--- config.mk ---
export PLATFORM = sky130hd
export DESIGN_NAME = sd_block_reader
export DESIGN_NICKNAME = d
export VERILOG_FILES = /design/src/verilog/woz_pkg.sv /design/src/verilog/sd_block_reader.sv
export SDC_FILE = /design/constraint.sdc
export NUM_CORES = 1
export LEC_CHECK = 0
export ABC_AREA = 1
export BUFFER_PORTS_ARGS = -buffer_cell sky130_fd_sc_hd__buf_2
export CORE_MARGIN = 4
export CORE_UTILIZATION = 36
export CTS_CLUSTER_DIAMETER = 30
export DETAILED_ROUTE_END_ITERATION = 10
export HOLD_SLACK_MARGIN = 0.03
export PLACE_DENSITY = 0.73
export SYNTH_ARGS = -nofsm -noshare
export SYNTH_HDL_FRONTEND = slang
export SYNTH_SLANG_ARGS = --single-unit
--- constraint.sdc ---
create_clock -name clk -period 2.29 [get_ports clk]
set_input_delay 0.458 -clock clk [delete_from_list [all_inputs] [get_ports clk]]
set_output_delay 0.458 -clock clk [all_outputs]
set_load 0.05 [all_outputs]
--- src/verilog/woz_pkg.sv ---
package woz_pkg;

    // ==================================================
    // Shared types
    // ==================================================
    typedef logic [7:0]  byte_t;
    typedef logic [31:0] lba_t;
    typedef logic [7:0]  track_id_t;

    // ==================================================
    // Address widths
    // ==================================================
    localparam int BUFF_ADDR_W  = 9;   // Byte within a 512-byte block
    localparam int META_ADDR_W  = 11;  // 2 KB metadata cache
    localparam int TRACK_ADDR_W = 14;  // 16 KB track buffer, 32 blocks

    // ==================================================
    // WOZ layout
    // ==================================================
    localparam logic [META_ADDR_W-1:0] META_TMAP_BASE = 11'd0;
    localparam logic [META_ADDR_W-1:0] META_TRKS_BASE = 11'd256;

    localparam int TMAP_ENTRIES     = 160;
    localparam int TRKS_BYTES       = 1280;  // 160 entries of 8 bytes
    localparam int WOZ_HEADER_BYTES = 12;

    localparam byte_t TMAP_EMPTY = 8'hFF;

    // Chunk ids, first file byte in the high byte
    localparam logic [31:0] CHUNK_INFO = 32'h494E_464F;
    localparam logic [31:0] CHUNK_TMAP = 32'h544D_4150;
    localparam logic [31:0] CHUNK_TRKS = 32'h5452_4B53;

endpackage
--- src/verilog/sd_block_reader.sv ---
module sd_block_reader
    import woz_pkg::*;
(
    input  logic                   clk,
    input  logic                   reset,
    input  logic                   block_start,
    input  lba_t                   block_lba,
    input  logic                   sd_ack,
    input  logic [BUFF_ADDR_W-1:0] sd_buff_addr,
    input  byte_t                  sd_buff_dout,
    input  logic                   sd_buff_wr,
    output lba_t                   sd_lba,
    output logic                   sd_rd,
    output logic                   block_done,
    output logic                   byte_valid,
    output logic [BUFF_ADDR_W-1:0] byte_addr,
    output byte_t                  byte_data
);

    logic pending;
    logic old_ack;
    logic xfer_active;

    always_ff @(posedge clk) begin
        if (reset) begin
            pending     <= 1'b0;
            old_ack     <= 1'b0;
            xfer_active <= 1'b0;
            sd_rd       <= 1'b0;
            block_done  <= 1'b0;
            byte_valid  <= 1'b0;
        end else begin
            old_ack    <= sd_ack;
            block_done <= 1'b0;
            if (block_start) begin
                pending <= 1'b1;
                sd_lba  <= block_lba;
            end
            // Only a rise seen while requesting opens a transfer
            if (!old_ack && sd_ack && sd_rd) begin
                xfer_active <= 1'b1;
            end
            // Falls without a matching rise are dropped here
            if (old_ack && !sd_ack && xfer_active) begin
                xfer_active <= 1'b0;
                pending     <= 1'b0;
                block_done  <= 1'b1;
            end
            // Request is a level, held only while ack is low
            sd_rd      <= (pending || block_start) && !sd_ack && !xfer_active;
            byte_valid <= sd_ack && sd_buff_wr && pending;
        end
    end

    // Byte payload, one cycle behind the host strobe
    always_ff @(posedge clk) begin
        byte_addr <= sd_buff_addr;
        byte_data <= sd_buff_dout;
    end

    // Every accepted byte belongs to a transfer opened by this reader
    assert property (@(posedge clk) disable iff (reset) byte_valid |-> xfer_active);

endmodule

* Yosys cells after proc, flatten, opt, wreduce, memory -nomap -nowiden
Cells that the tools add are included.
Word-level totals: flip-flop bits (word level) 55, bits in latches 0, RAM bits 0, bits in read-only memories 0, input port bits 54, output and inout bits 52, logic and storage cells 25, memories kept 0
Operators by class: $add $sub $neg 0, $mul 0, divide/modulo/power cells 0, magnitude comparators 0, equal/unequal tests 0, shift operators 0, mux-type cells 1, bitwise gates (word level) 1, reduce and logical (&&, ||, !) cells 14
Operator list (count):
- $logic_and 1x1->1 | 8
- $logic_not 1->1 | 3
- $reduce_and 2->1 | 1
- $reduce_or 2->1 | 1
- $logic_or 1x1->1 | 1
- $mux 1 | 1
- $not 1->1 | 1

* Depth between registers and ports, before layout
Gate-level depths: netlist of run 1.
word-level depth 4, mapped depth 5, depth with buffers taken out 5

* Least setup slack after synthesis of run 1
Ideal clock, no wire load.
path type input -> register, start point in block_start, end point reg sd_lba[0], enable pin, library setup time 0.422 ns, data arrival time 1.847 ns, required time 1.868 ns, slack 0.021 ns, stages 2, buffers on the path 0, path through inv_1 nor2_1
Between the ends: word-level cells in the longest chain between the ends 1
RTL lines:
- from (decl) | line sd_block_reader.sv:6 | input logic block_start,
- $reduce_and 2->1 (no line)
- to (signal assigned) | line sd_block_reader.sv:37 | sd_lba <= block_lba;
- to (decl) | line sd_block_reader.sv:12 | output lba_t sd_lba,
No other way between the ends. A chain may end at the register's enable or synchronous reset.

* Worst setup path after layout of run 1
start point reg sd_lba[24], end point out sd_lba[24]
No word-level cell between the ends.

==> results of run 1 <==
==> logic make-up after synthesis <==
logic type / synth area share
buffers and inverters: 0.01739
DFF: 0.9404
and+or+nand+nor: 0.04222
==> power by group <==
group          internal (uW)  switching [uW]
combinational           72.2             244
clock                    327             276
sequential              1110            14.5
==> routing by layer <==
layer  vias up  global-route usage  wire, microns
met1       401              0.1408           1263
met4         0             0.04918             25
met5         -                   0              0
li1        484                   -              -
met2        67              0.1784           1450
met3         4             0.05923            468
==> layout by cell type (no fill, tap or decap), drive strengths merged <==
| cell | instances |
|---|---|
| buf | 106 |
| nor2 | 7 |
| edfxtp | 32 |
| bufinv | 1 |
| inv | 7 |
| nand2 | 4 |
| nand3 | 3 |
| clkbuf | 7 |
| dfxtp | 23 |
==> stage by stage <==
step	util	hold slack [ps]	power [uW]	instance area, sq um
2_1_floorplan	-	415.5	1361	1511
3_3_place_gp	0.5236	432.9	1459	2110
3_5_place_dp	0.5236	431.6	1465	2110
4_1_cts	0.5500	242.9	2068	2216
5_1_grt	0.5500	235.0	2126	2216
6_report	0.5500	257.4	2042	2216
==> how the worst max path moves through the flow <==
stage / end / slack, ps / cells past startpoint
2_1_floorplan: sd_lba[0]$_DFFE_PP_ / 20 / 2
3_5_place_dp: sd_lba[16]$_DFFE_PP_ / 900 / 3
5_1_grt: sd_lba[0] / 860 / 1
3_3_place_gp: sd_lba[17]$_DFFE_PP_ / 910 / 3
4_1_cts: sd_lba[12] / 900 / 1
6_report: sd_lba[24] / 920 / 1
==> registers in the layout, indices dropped and copies added (netlist names) <==
| name | cells |
|---|---|
| block_done | 1 |
| byte_valid | 1 |
| sd_rd | 1 |
| byte_data | 8 |
| pending | 1 |
| sd_lba | 32 |
| xfer_active | 1 |
| byte_addr | 9 |
| old_ack | 1 |
==> final cells by class <==
type | instances | area (sq um) | share of cell area
clock buffers | 7 | 76.32 | 0.03444
multi-input cells | 14 | 66.31 | 0.02993
clock inverters | 1 | 30.03 | 0.01355
inverters | 7 | 26.28 | 0.01186
well taps | 50 | 62.56 | 0.02823
flip-flops and latches | 55 | 1421 | 0.6414
repair buffers | 106 | 533.0 | 0.2405
==> impl_metrics.py, run 1 <==
metrics = {
    "sta": {
        "rsz0062_at_grt": "false",
        "worst_slew_margin_rel": 0.7470,
        "finalCritPeriodShare": 0.5986,
        "min_period_ps": 1371,
        "maxClockFrequency_mhz": 729.5,
        "final_hold_violating_endpoints": 0,
        "tightest_slew_ps": 379.5,
        "final-max-slew-violation-count": 0,
        "setup_viol": 0,
        "fin_tns_setup_ps": 0,
        "setup_slack_ps": 919.2,
        "clock_skew_ps": 4.759,
    },
    "clock_network": {
        "cts_tree": "built",
        "cts_buffers": 5,
        "cts_hold_buffers": 0,
        "worst_skew_pair_later_pin_latency_ps": 290,
        "cts.path.max_buffers": 2,
        "worst_setup_hold_path_clk_slew_ps": 90,
        "cts_max_level": 2,
        "cts_root_buffer": "sky130_fd_sc_hd__clkbuf_8",
        "cts.repair.resized": 0,
        "clock-sinks": 55,
        "number_of_buffers_inserted_to_repair_setup_after_cts": 0,
    },
    "setup_path": {
        "endpoint_class_of_the_critical_path": "output port",
        "setup.worst_path.start_class": "flop",
        "worstReg2RegEnd": "xfer_active$_SDFFE_PP0P_",
        "cp_data_required_time_ps": 1830,
        "worst-r2r-setup-slack_ps": 1610,
        "path_max_fanout": 1,
        "crit_path_start": "sd_lba[24]$_DFFE_PP_",
        "reg2regPathDepth": 5,
        "worst_r2r_start": "old_ack$_SDFF_PP0_",
        "timing.critical_path.slowest_cell_delay_ps": 400,
        "cp.arrival_ps": 910,
        "worst_path_max_delay_cell": "sky130_fd_sc_hd__edfxtp_1",
        "worstPathBufferInverterCount": 1,
        "worst-setup-path-type": "reg -> out",
        "crit_path_cells": "buf_2",
        "kind_of_cell_with_the_highest_combined_delay_on_the_critical_path": "flip-flops",
    },
    "drt": {
        "wire_per_inst_microns": 13.37,
        "detail_route.drc_violations": 0,
        "vias": 956,
        "router_iterations_before_antenna_repair": 3,
        "antenna_left": 0,
        "dr.first_iter.drc_count": 53,
        "total_length_of_routed_wires_mm": 3.208,
        "post_drt_via_cell_ratio": 3.983,
    },
    "hold_path": {
        "holdCritPathClass": "in -> reg",
        "min_path_cells": 1,
        "timing.hold.worst_endpoint": "byte_data[5]$_DFF_P_",
        "worstHoldStart": "sd_buff_dout[5]",
    },
    "final_layout": {
        "antennaDiodeCount": 0,
        "growth_of_design_area_from_synthesis_to_finish_pct": 46.61,
        "finish.net_count": 243,
        "final_layout_size_suffix_gt1_frac": 0.6158,
        "final.fill_count": 353,
        "fin_cells": 240,
    },
    "grt": {
        "grt_pass1_vias": 911,
        "global_route_wire_length_before_repair_mm": 4.457,
        "grt_max_degree": 33,
        "overflow": 0,
        "globalRouteTotalUtil": 0.1173,
        "antenna_found_initial": 0,
    },
    "floorplanning": {
        "floorplan.initialDensity": 0.3752,
        "die_height_microns": 72.80,
        "floorplan.die_area_sq_mm": 0.005299,
        "floorplan.core_area_sq_mm": 0.004029,
        "std_cell_rows": 23,
        "die_w_microns": 72.80,
        "floorplan.io_pins": 106,
    },
    "placed_design": {
        "gpl.final_weighted_congestion": 0.7187,
        "post-place-cells": 232,
        "dp_hpwl_mm": 2.570,
        "placement.io_buffers": 105,
        "dpl_worst_slack_ps": 895.6,
    },
    "synthesis": {
        "synth_largest_area_cell": "sky130_fd_sc_hd__edfxtp_1",
        "yosys.cell_count.top_type": "sky130_fd_sc_hd__edfxtp_1",
        "yosysWarnings": 0,
        "post_synth.cell_area_avg_sq_um": 19.89,
        "synth-edff-count": 32,
        "yosys.area.top_type_share": 0.6358,
        "cell_area_synth_sq_mm": 0.001511,
        "synth.distinct_cells": 9,
        "synth_fp_nets": 130,
        "synth-async-reset-ratio": 0,
        "dominantRegCellSynth": "sky130_fd_sc_hd__edfxtp_1",
        "seq_area_frac_synth": 0.9404,
        "synth.ff_latch_count": 55,
        "syn-instance-count": 76,
        "synth_area_leaders": "sky130_fd_sc_hd__edfxtp_1 (64%), sky130_fd_sc_hd__dfxtp_1 (30%), sky130_fd_sc_hd__nor2_1 (1.7%)",
        "yosys-top-cells-count": "sky130_fd_sc_hd__edfxtp_1 (32), sky130_fd_sc_hd__dfxtp_1 (23), sky130_fd_sc_hd__nor2_1 (7)",
    },
    "outcome": {
        "run_status": "finished clean",
    },
    "flow_run": {
        "max_cap_viols": 0,
    },
    "power_and_ir_drop": {
        "power.density_cell_area_mw_per_mm2": 921.6,
        "leakagePower_uw": 0.001026,
        "power.ir.vdd_worst_v": 0.0005035,
    },
}
Note: power is estimated with default switching activity, not from simulation.
==> run 2, diff against run 1 <==
clock period = 1.1 ns   (was 2.29 ns; I/O delays follow)
==> impl_metrics.py, run 2 (synthesis results as in run 1) <==
metrics = {
    "power_and_ir_drop": {
        "power.ir.vdd_worst_v": 0.001042,
        "leakagePower_uw": 0.001190,
        "power.density_cell_area_mw_per_mm2": 1622,
        "fin_total_pwr_uw": 4331,
    },
    "flow_run": {
        "max_cap_viols": 0,
    },
    "floorplanning": {
        "floorplan.initialDensity": 0.3752,
        "std_cell_rows": 23,
        "die_height_microns": 72.80,
        "floorplan.die_area_sq_mm": 0.005299,
        "die_w_microns": 72.80,
        "floorplan.io_pins": 106,
        "floorplan.core_area_sq_mm": 0.004029,
    },
    "setup_path": {
        "setup.worst_path.start_class": "flop",
        "cp_data_required_time_ps": 880,
        "cp.arrival_ps": 880,
        "worstPathBufferInverterCount": 1,
        "worst_r2r_start": "old_ack$_SDFF_PP0_",
        "path_max_fanout": 1,
        "reg2regPathDepth": 5,
        "timing.critical_path.slowest_cell_delay_ps": 410,
        "endpoint_class_of_the_critical_path": "output port",
        "cp-endpoint": "sd_lba[7]",
        "path_depth": 1,
        "kind_of_cell_with_the_highest_combined_delay_on_the_critical_path": "flip-flops",
        "worst-setup-path-type": "reg -> out",
        "crit_path_cells": "buf_6",
        "worst_path_max_delay_cell": "sky130_fd_sc_hd__edfxtp_1",
        "crit_path_start": "sd_lba[7]$_DFFE_PP_",
        "worstReg2RegEnd": "xfer_active$_SDFFE_PP0P_",
        "worst-r2r-setup-slack_ps": 420,
    },
    "sta": {
        "finalCritPeriodShare": 1.000,
        "setup_viol": 2,
        "setup_slack_ps": -0.3652,
        "clock_skew_ps": 1.825,
        "min_period_ps": 1100,
        "rsz0062_at_grt": "true",
        "worst_slew_margin_rel": 0.8978,
        "maxClockFrequency_mhz": 908.8,
        "fin_worst_hold_slack_ps": 87.11,
        "tightest_slew_ps": 153.2,
        "final-max-slew-violation-count": 0,
        "final_hold_violating_endpoints": 0,
        "fin_tns_setup_ps": -0.3721,
    },
    "placed_design": {
        "gpl.final_weighted_congestion": 0.7780,
        "dp_hpwl_mm": 2.519,
        "placement.io_buffers": 105,
    },
    "clock_network": {
        "cts_tree": "built",
        "worst_skew_pair_later_pin_latency_ps": 300,
        "cts_buffers": 5,
        "cts.path.max_buffers": 2,
        "cts_max_level": 2,
        "cts_root_buffer": "sky130_fd_sc_hd__clkbuf_8",
        "clock-sinks": 55,
        "worst_setup_hold_path_clk_slew_ps": 100,
    },
    "final_layout": {
        "final_layout_size_suffix_gt1_frac": 0.5865,
        "final.fill_count": 268,
        "seq_area_sq_mm": 0.001423,
        "finish.net_count": 261,
        "growth_of_design_area_from_synthesis_to_finish_pct": 76.66,
        "layout_common_cells": "sky130_fd_sc_hd__buf_2 (53), sky130_fd_sc_hd__buf_6 (33), sky130_fd_sc_hd__edfxtp_1 (32)",
        "antennaDiodeCount": 0,
        "max_flop_register": "sd_lba",
        "largest_reg_flops": 32,
        "mostFrequentLayoutCell": "sky130_fd_sc_hd__buf_2",
        "area_of_the_multi_input_gates_sq_um": 71.32,
        "largestRegisters": "sd_lba x32, byte_addr x9, byte_data x8",
    },
    "outcome": {
        "run_status": "complete, but fails checks",
        "violated_checks": "negative setup slack",
    },
    "drt": {
        "total_length_of_routed_wires_mm": 3.706,
        "router_iterations_before_antenna_repair": 4,
        "vias": 1057,
        "detail_route.drc_violations": 0,
        "wire_per_inst_microns": 14.36,
        "antenna_left": 0,
        "dr.first_iter.drc_count": 32,
        "post_drt_via_cell_ratio": 4.097,
    },
    "grt": {
        "overflow": 0,
        "grt_max_degree": 29,
        "global_route_wire_length_before_repair_mm": 5.340,
        "globalRouteTotalUtil": 0.1387,
        "grt_pass1_vias": 1169,
        "antenna_found_initial": 0,
    },
    "hold_path": {
        "holdCritPathClass": "in -> reg",
    },
}
run 2: cell types whose count changed in the layout (fill, tap and decap cells not counted), moves of 2 or more:
cell,previous run,this run
sky130_fd_sc_hd__clkbuf_1,2,0
sky130_fd_sc_hd__buf_4,1,20
sky130_fd_sc_hd__dlygate4sd3_1,0,17
sky130_fd_sc_hd__clkinv_4,0,2
sky130_fd_sc_hd__buf_6,0,33
sky130_fd_sc_hd__buf_2,105,53
run 2: how the worst min path moves through the flow:
stage,from,endpoint,cells after the start,slack [ps]
after CTS,block_lba[2],sd_lba[2]$_DFFE_PP_,1,70
final,block_lba[1],sd_lba[1]$_DFFE_PP_,1,90
after detailed placement,sd_buff_addr[6],byte_addr[6]$_DFF_P_,1,320
after global placement,sd_buff_dout[2],byte_data[2]$_DFF_P_,1,320
after global routing,block_lba[1],sd_lba[1]$_DFFE_PP_,1,60
after floorplan,sd_buff_addr[0],byte_addr[0]$_DFF_P_,0,250
run 2: cell type report:
class | instances | share of cell area
tap | 50 | 0.02343
multi-input combinational | 14 | 0.02671
timing repair buffer | 124 | 0.3660
inverter | 7 | 0.01453
clock buffer | 5 | 0.02577
sequential | 55 | 0.5328
clock inverter | 3 | 0.01078
run 2: metrics by stage:
step             util  setup WS, ps  cell area (sq um)  std cells
2_1_floorplan       -        -25.62               1531         76
4_1_cts        0.6599        -23.77               2659        258
3_3_place_gp   0.5329         31.80               2147        233
5_1_grt        0.6627        -48.88               2670        258
6_report       0.6627       -0.3652               2670        258
3_5_place_dp   0.5329         25.41               2147        233
run 2: layer usage:
layer | vias to the layer above | global-route usage | routed length (microns)
met3 | 5 | 0.09917 | 647
li1 | 521 | - | -
met5 | - | 0 | 0
met2 | 78 | 0.2164 | 1727
met1 | 453 | 0.1491 | 1289
met4 | 0 | 0.04303 | 42
run 2: timing repair:
action,CTS,global route
hold endpoints to repair,17,0
setup endpoints to repair,51,34
gates resized for setup,82,5
hold buffers,17,0
setup buffers,0,0
run 2: power by group:
group | switching [uW] | internal [uW] | total [uW] | leakage [uW]
clock network | 654 | 472 | 1130 | 0.0000502
logic | 532 | 314 | 846 | 0.000647
registers | 49.6 | 2310 | 2360 | 0.000493
total | 1240 | 3090 | 4330 | 0.00119
==> run 3, diff against run 2 <==
CORE_ASPECT_RATIO = 1.4   (was not set)
CORE_UTILIZATION = 37   (was 36)
CTS_BUF_LIST = sky130_fd_sc_hd__clkbuf_4   (was not set)
PLACE_DENSITY = 0.75   (was 0.73)
SKIP_LAST_GASP = 1   (was not set)
==> impl_metrics.py, run 3 (synthesis results as in run 1) <==
metrics = {
    "outcome": {
        "run_status": "complete, but fails checks",
        "violated_checks": "negative setup slack",
    },
    "floorplanning": {
        "die_height_microns": 83.63,
        "floorplan.io_pins": 106,
        "std_cell_rows": 27,
        "floorplan.die_area_sq_mm": 0.005186,
        "die_w_microns": 62.02,
        "floorplan.initialDensity": 0.3824,
        "floorplan.core_area_sq_mm": 0.003953,
    },
    "setup_path": {
        "worst_path_max_delay_cell": "sky130_fd_sc_hd__edfxtp_1",
        "kind_of_cell_with_the_highest_combined_delay_on_the_critical_path": "flip-flops",
        "cp.arrival_ps": 1030,
        "worstPathBufferInverterCount": 1,
        "worst-setup-path-type": "reg -> out",
        "timing.critical_path.slowest_cell_delay_ps": 450,
        "path_max_fanout": 1,
        "worst-r2r-setup-slack_ps": 380,
        "worstReg2RegEnd": "xfer_active$_SDFFE_PP0P_",
        "endpoint_class_of_the_critical_path": "output port",
        "cp_data_required_time_ps": 880,
        "reg2regPathDepth": 3,
        "setup.worst_path.start_class": "flop",
        "crit_path_cells": "buf_6",
        "worst_r2r_start": "old_ack$_SDFF_PP0_",
    },
    "final_layout": {
        "largestRegisters": "sd_lba x32, byte_addr x9, byte_data x8",
        "antennaDiodeCount": 0,
        "layout_common_cells": "sky130_fd_sc_hd__buf_2 (53), sky130_fd_sc_hd__dlygate4sd3_1 (50), sky130_fd_sc_hd__buf_6 (35)",
        "largest_reg_flops": 32,
        "max_flop_register": "sd_lba",
        "finish.net_count": 294,
        "mostFrequentLayoutCell": "sky130_fd_sc_hd__buf_2",
        "growth_of_design_area_from_synthesis_to_finish_pct": 107.1,
        "final.fill_count": 199,
        "final_layout_size_suffix_gt1_frac": 0.5851,
    },
    "sta": {
        "worst_slew_margin_rel": 0.8760,
        "rsz0062_at_grt": "true",
        "finalCritPeriodShare": 1.140,
        "min_period_ps": 1254,
        "setup_viol": 52,
        "fin_tns_setup_ps": -3362,
        "final-max-slew-violation-count": 0,
        "clock_skew_ps": 0.4588,
        "final_hold_violating_endpoints": 0,
        "tightest_slew_ps": 186.0,
        "maxClockFrequency_mhz": 797.7,
        "setup_slack_ps": -153.5,
    },
    "placed_design": {
        "dp_hpwl_mm": 2.589,
        "placement.io_buffers": 105,
        "gpl.final_weighted_congestion": 0.7772,
        "dpl_worst_slack_ps": 36.32,
    },
    "grt": {
        "global_route_wire_length_before_repair_mm": 7.327,
        "met3_global_route_usage": 0.09133,
        "antenna_found_initial": 0,
        "grt_util_met1": 0.1766,
        "grt_max_degree": 20,
        "grt_pass1_vias": 1405,
        "overflow": 0,
        "globalRouteTotalUtil": 0.2065,
        "met2_routing_resource_usage_after_global_routing": 0.3792,
        "globalRoute.busiestLayer": "met2",
    },
    "hold_path": {
        "holdCritPathClass": "in -> reg",
        "min_path_cells": 3,
        "worstHoldStart": "sd_buff_wr",
        "timing.hold.worst_endpoint": "byte_valid$_SDFF_PP0_",
    },
    "power_and_ir_drop": {
        "power.density_cell_area_mw_per_mm2": 1382,
        "power.ir.vdd_worst_v": 0.001420,
        "leakagePower_uw": 0.001361,
    },
    "clock_network": {
        "number_of_buffers_inserted_to_repair_setup_after_cts": 0,
        "cts_tree": "built",
        "clock-sinks": 55,
        "cts_buffers": 5,
        "worst_skew_pair_later_pin_latency_ps": 380,
        "cts_root_buffer": "sky130_fd_sc_hd__clkbuf_4",
        "cts.path.max_buffers": 2,
        "worst_setup_hold_path_clk_slew_ps": 190,
        "cts_max_level": 2,
    },
    "drt": {
        "vias": 1265,
        "antenna_left": 0,
        "total_length_of_routed_wires_mm": 4.904,
        "detail_route.drc_violations": 0,
        "router_iterations_before_antenna_repair": 4,
        "wire_per_inst_microns": 17.27,
        "post_drt_via_cell_ratio": 4.454,
        "dr.first_iter.drc_count": 15,
    },
    "flow_run": {
        "max_cap_viols": 0,
    },
}
[run 3: worst max path at each step]
stage,slack (ps),startpoint,depth (start not counted),endpoint
6_report,-150,sd_lba[28]$_DFFE_PP_,1,sd_lba[28]
4_1_cts,-130,sd_lba[7]$_DFFE_PP_,1,sd_lba[7]
2_1_floorplan,-30,block_start,2,sd_lba[0]$_DFFE_PP_
5_1_grt,-220,sd_lba[28]$_DFFE_PP_,1,sd_lba[28]
3_5_place_dp,40,block_start,4,sd_lba[25]$_DFFE_PP_
3_3_place_gp,50,block_start,4,sd_lba[21]$_DFFE_PP_
[run 3: layout make-up]
| cell class | instances | area (sq um) | share of cell area |
|---|---|---|---|
| inverter | 7 | 38.79 | 0.01239 |
| timing repair buffer | 157 | 1455 | 0.4648 |
| tap | 43 | 53.80 | 0.01719 |
| clock buffer | 5 | 37.54 | 0.01199 |
| multi-input combinational | 14 | 71.32 | 0.02278 |
| clock inverter | 3 | 27.53 | 0.008793 |
| sequential | 55 | 1446 | 0.4620 |
[run 3: per-layer routing]
metal,part of all wire,vias up
met5,0,-
met4,0.023,0
met3,0.10,11
met2,0.59,78
met1,0.29,591
li1,-,585
[run 3: repair_timing]
action                                 in CTS  in global routing
gates cloned                                0                  0
resized for setup                         133                  8
hold buffers                               50                  0
setup endpoints to repair                  52                 52
endpoints found under the hold margin      50                  0
[run 3: metrics by stage]
stage	util	power, uW	instances	instance area (sq um)	hold WS [ps]
6_report	0.7920	4325	284	3131	70.63
5_1_grt	0.7920	4491	284	3131	47.36
4_1_cts	0.7844	4292	284	3100	37.09
3_5_place_dp	0.5442	3071	226	2151	324.1
3_3_place_gp	0.5442	3058	226	2151	322.1
2_1_floorplan	-	2837	76	1531	247.7
[run 3: where the power goes]
part	internal, uW	leakage [uW]	switching [uW]	total [uW]
clock	269	0.0000333	669	938
sequential	2320	0.000495	67.6	2380
combinational	439	0.000833	564	1000
total	3030	0.00136	1300	4330
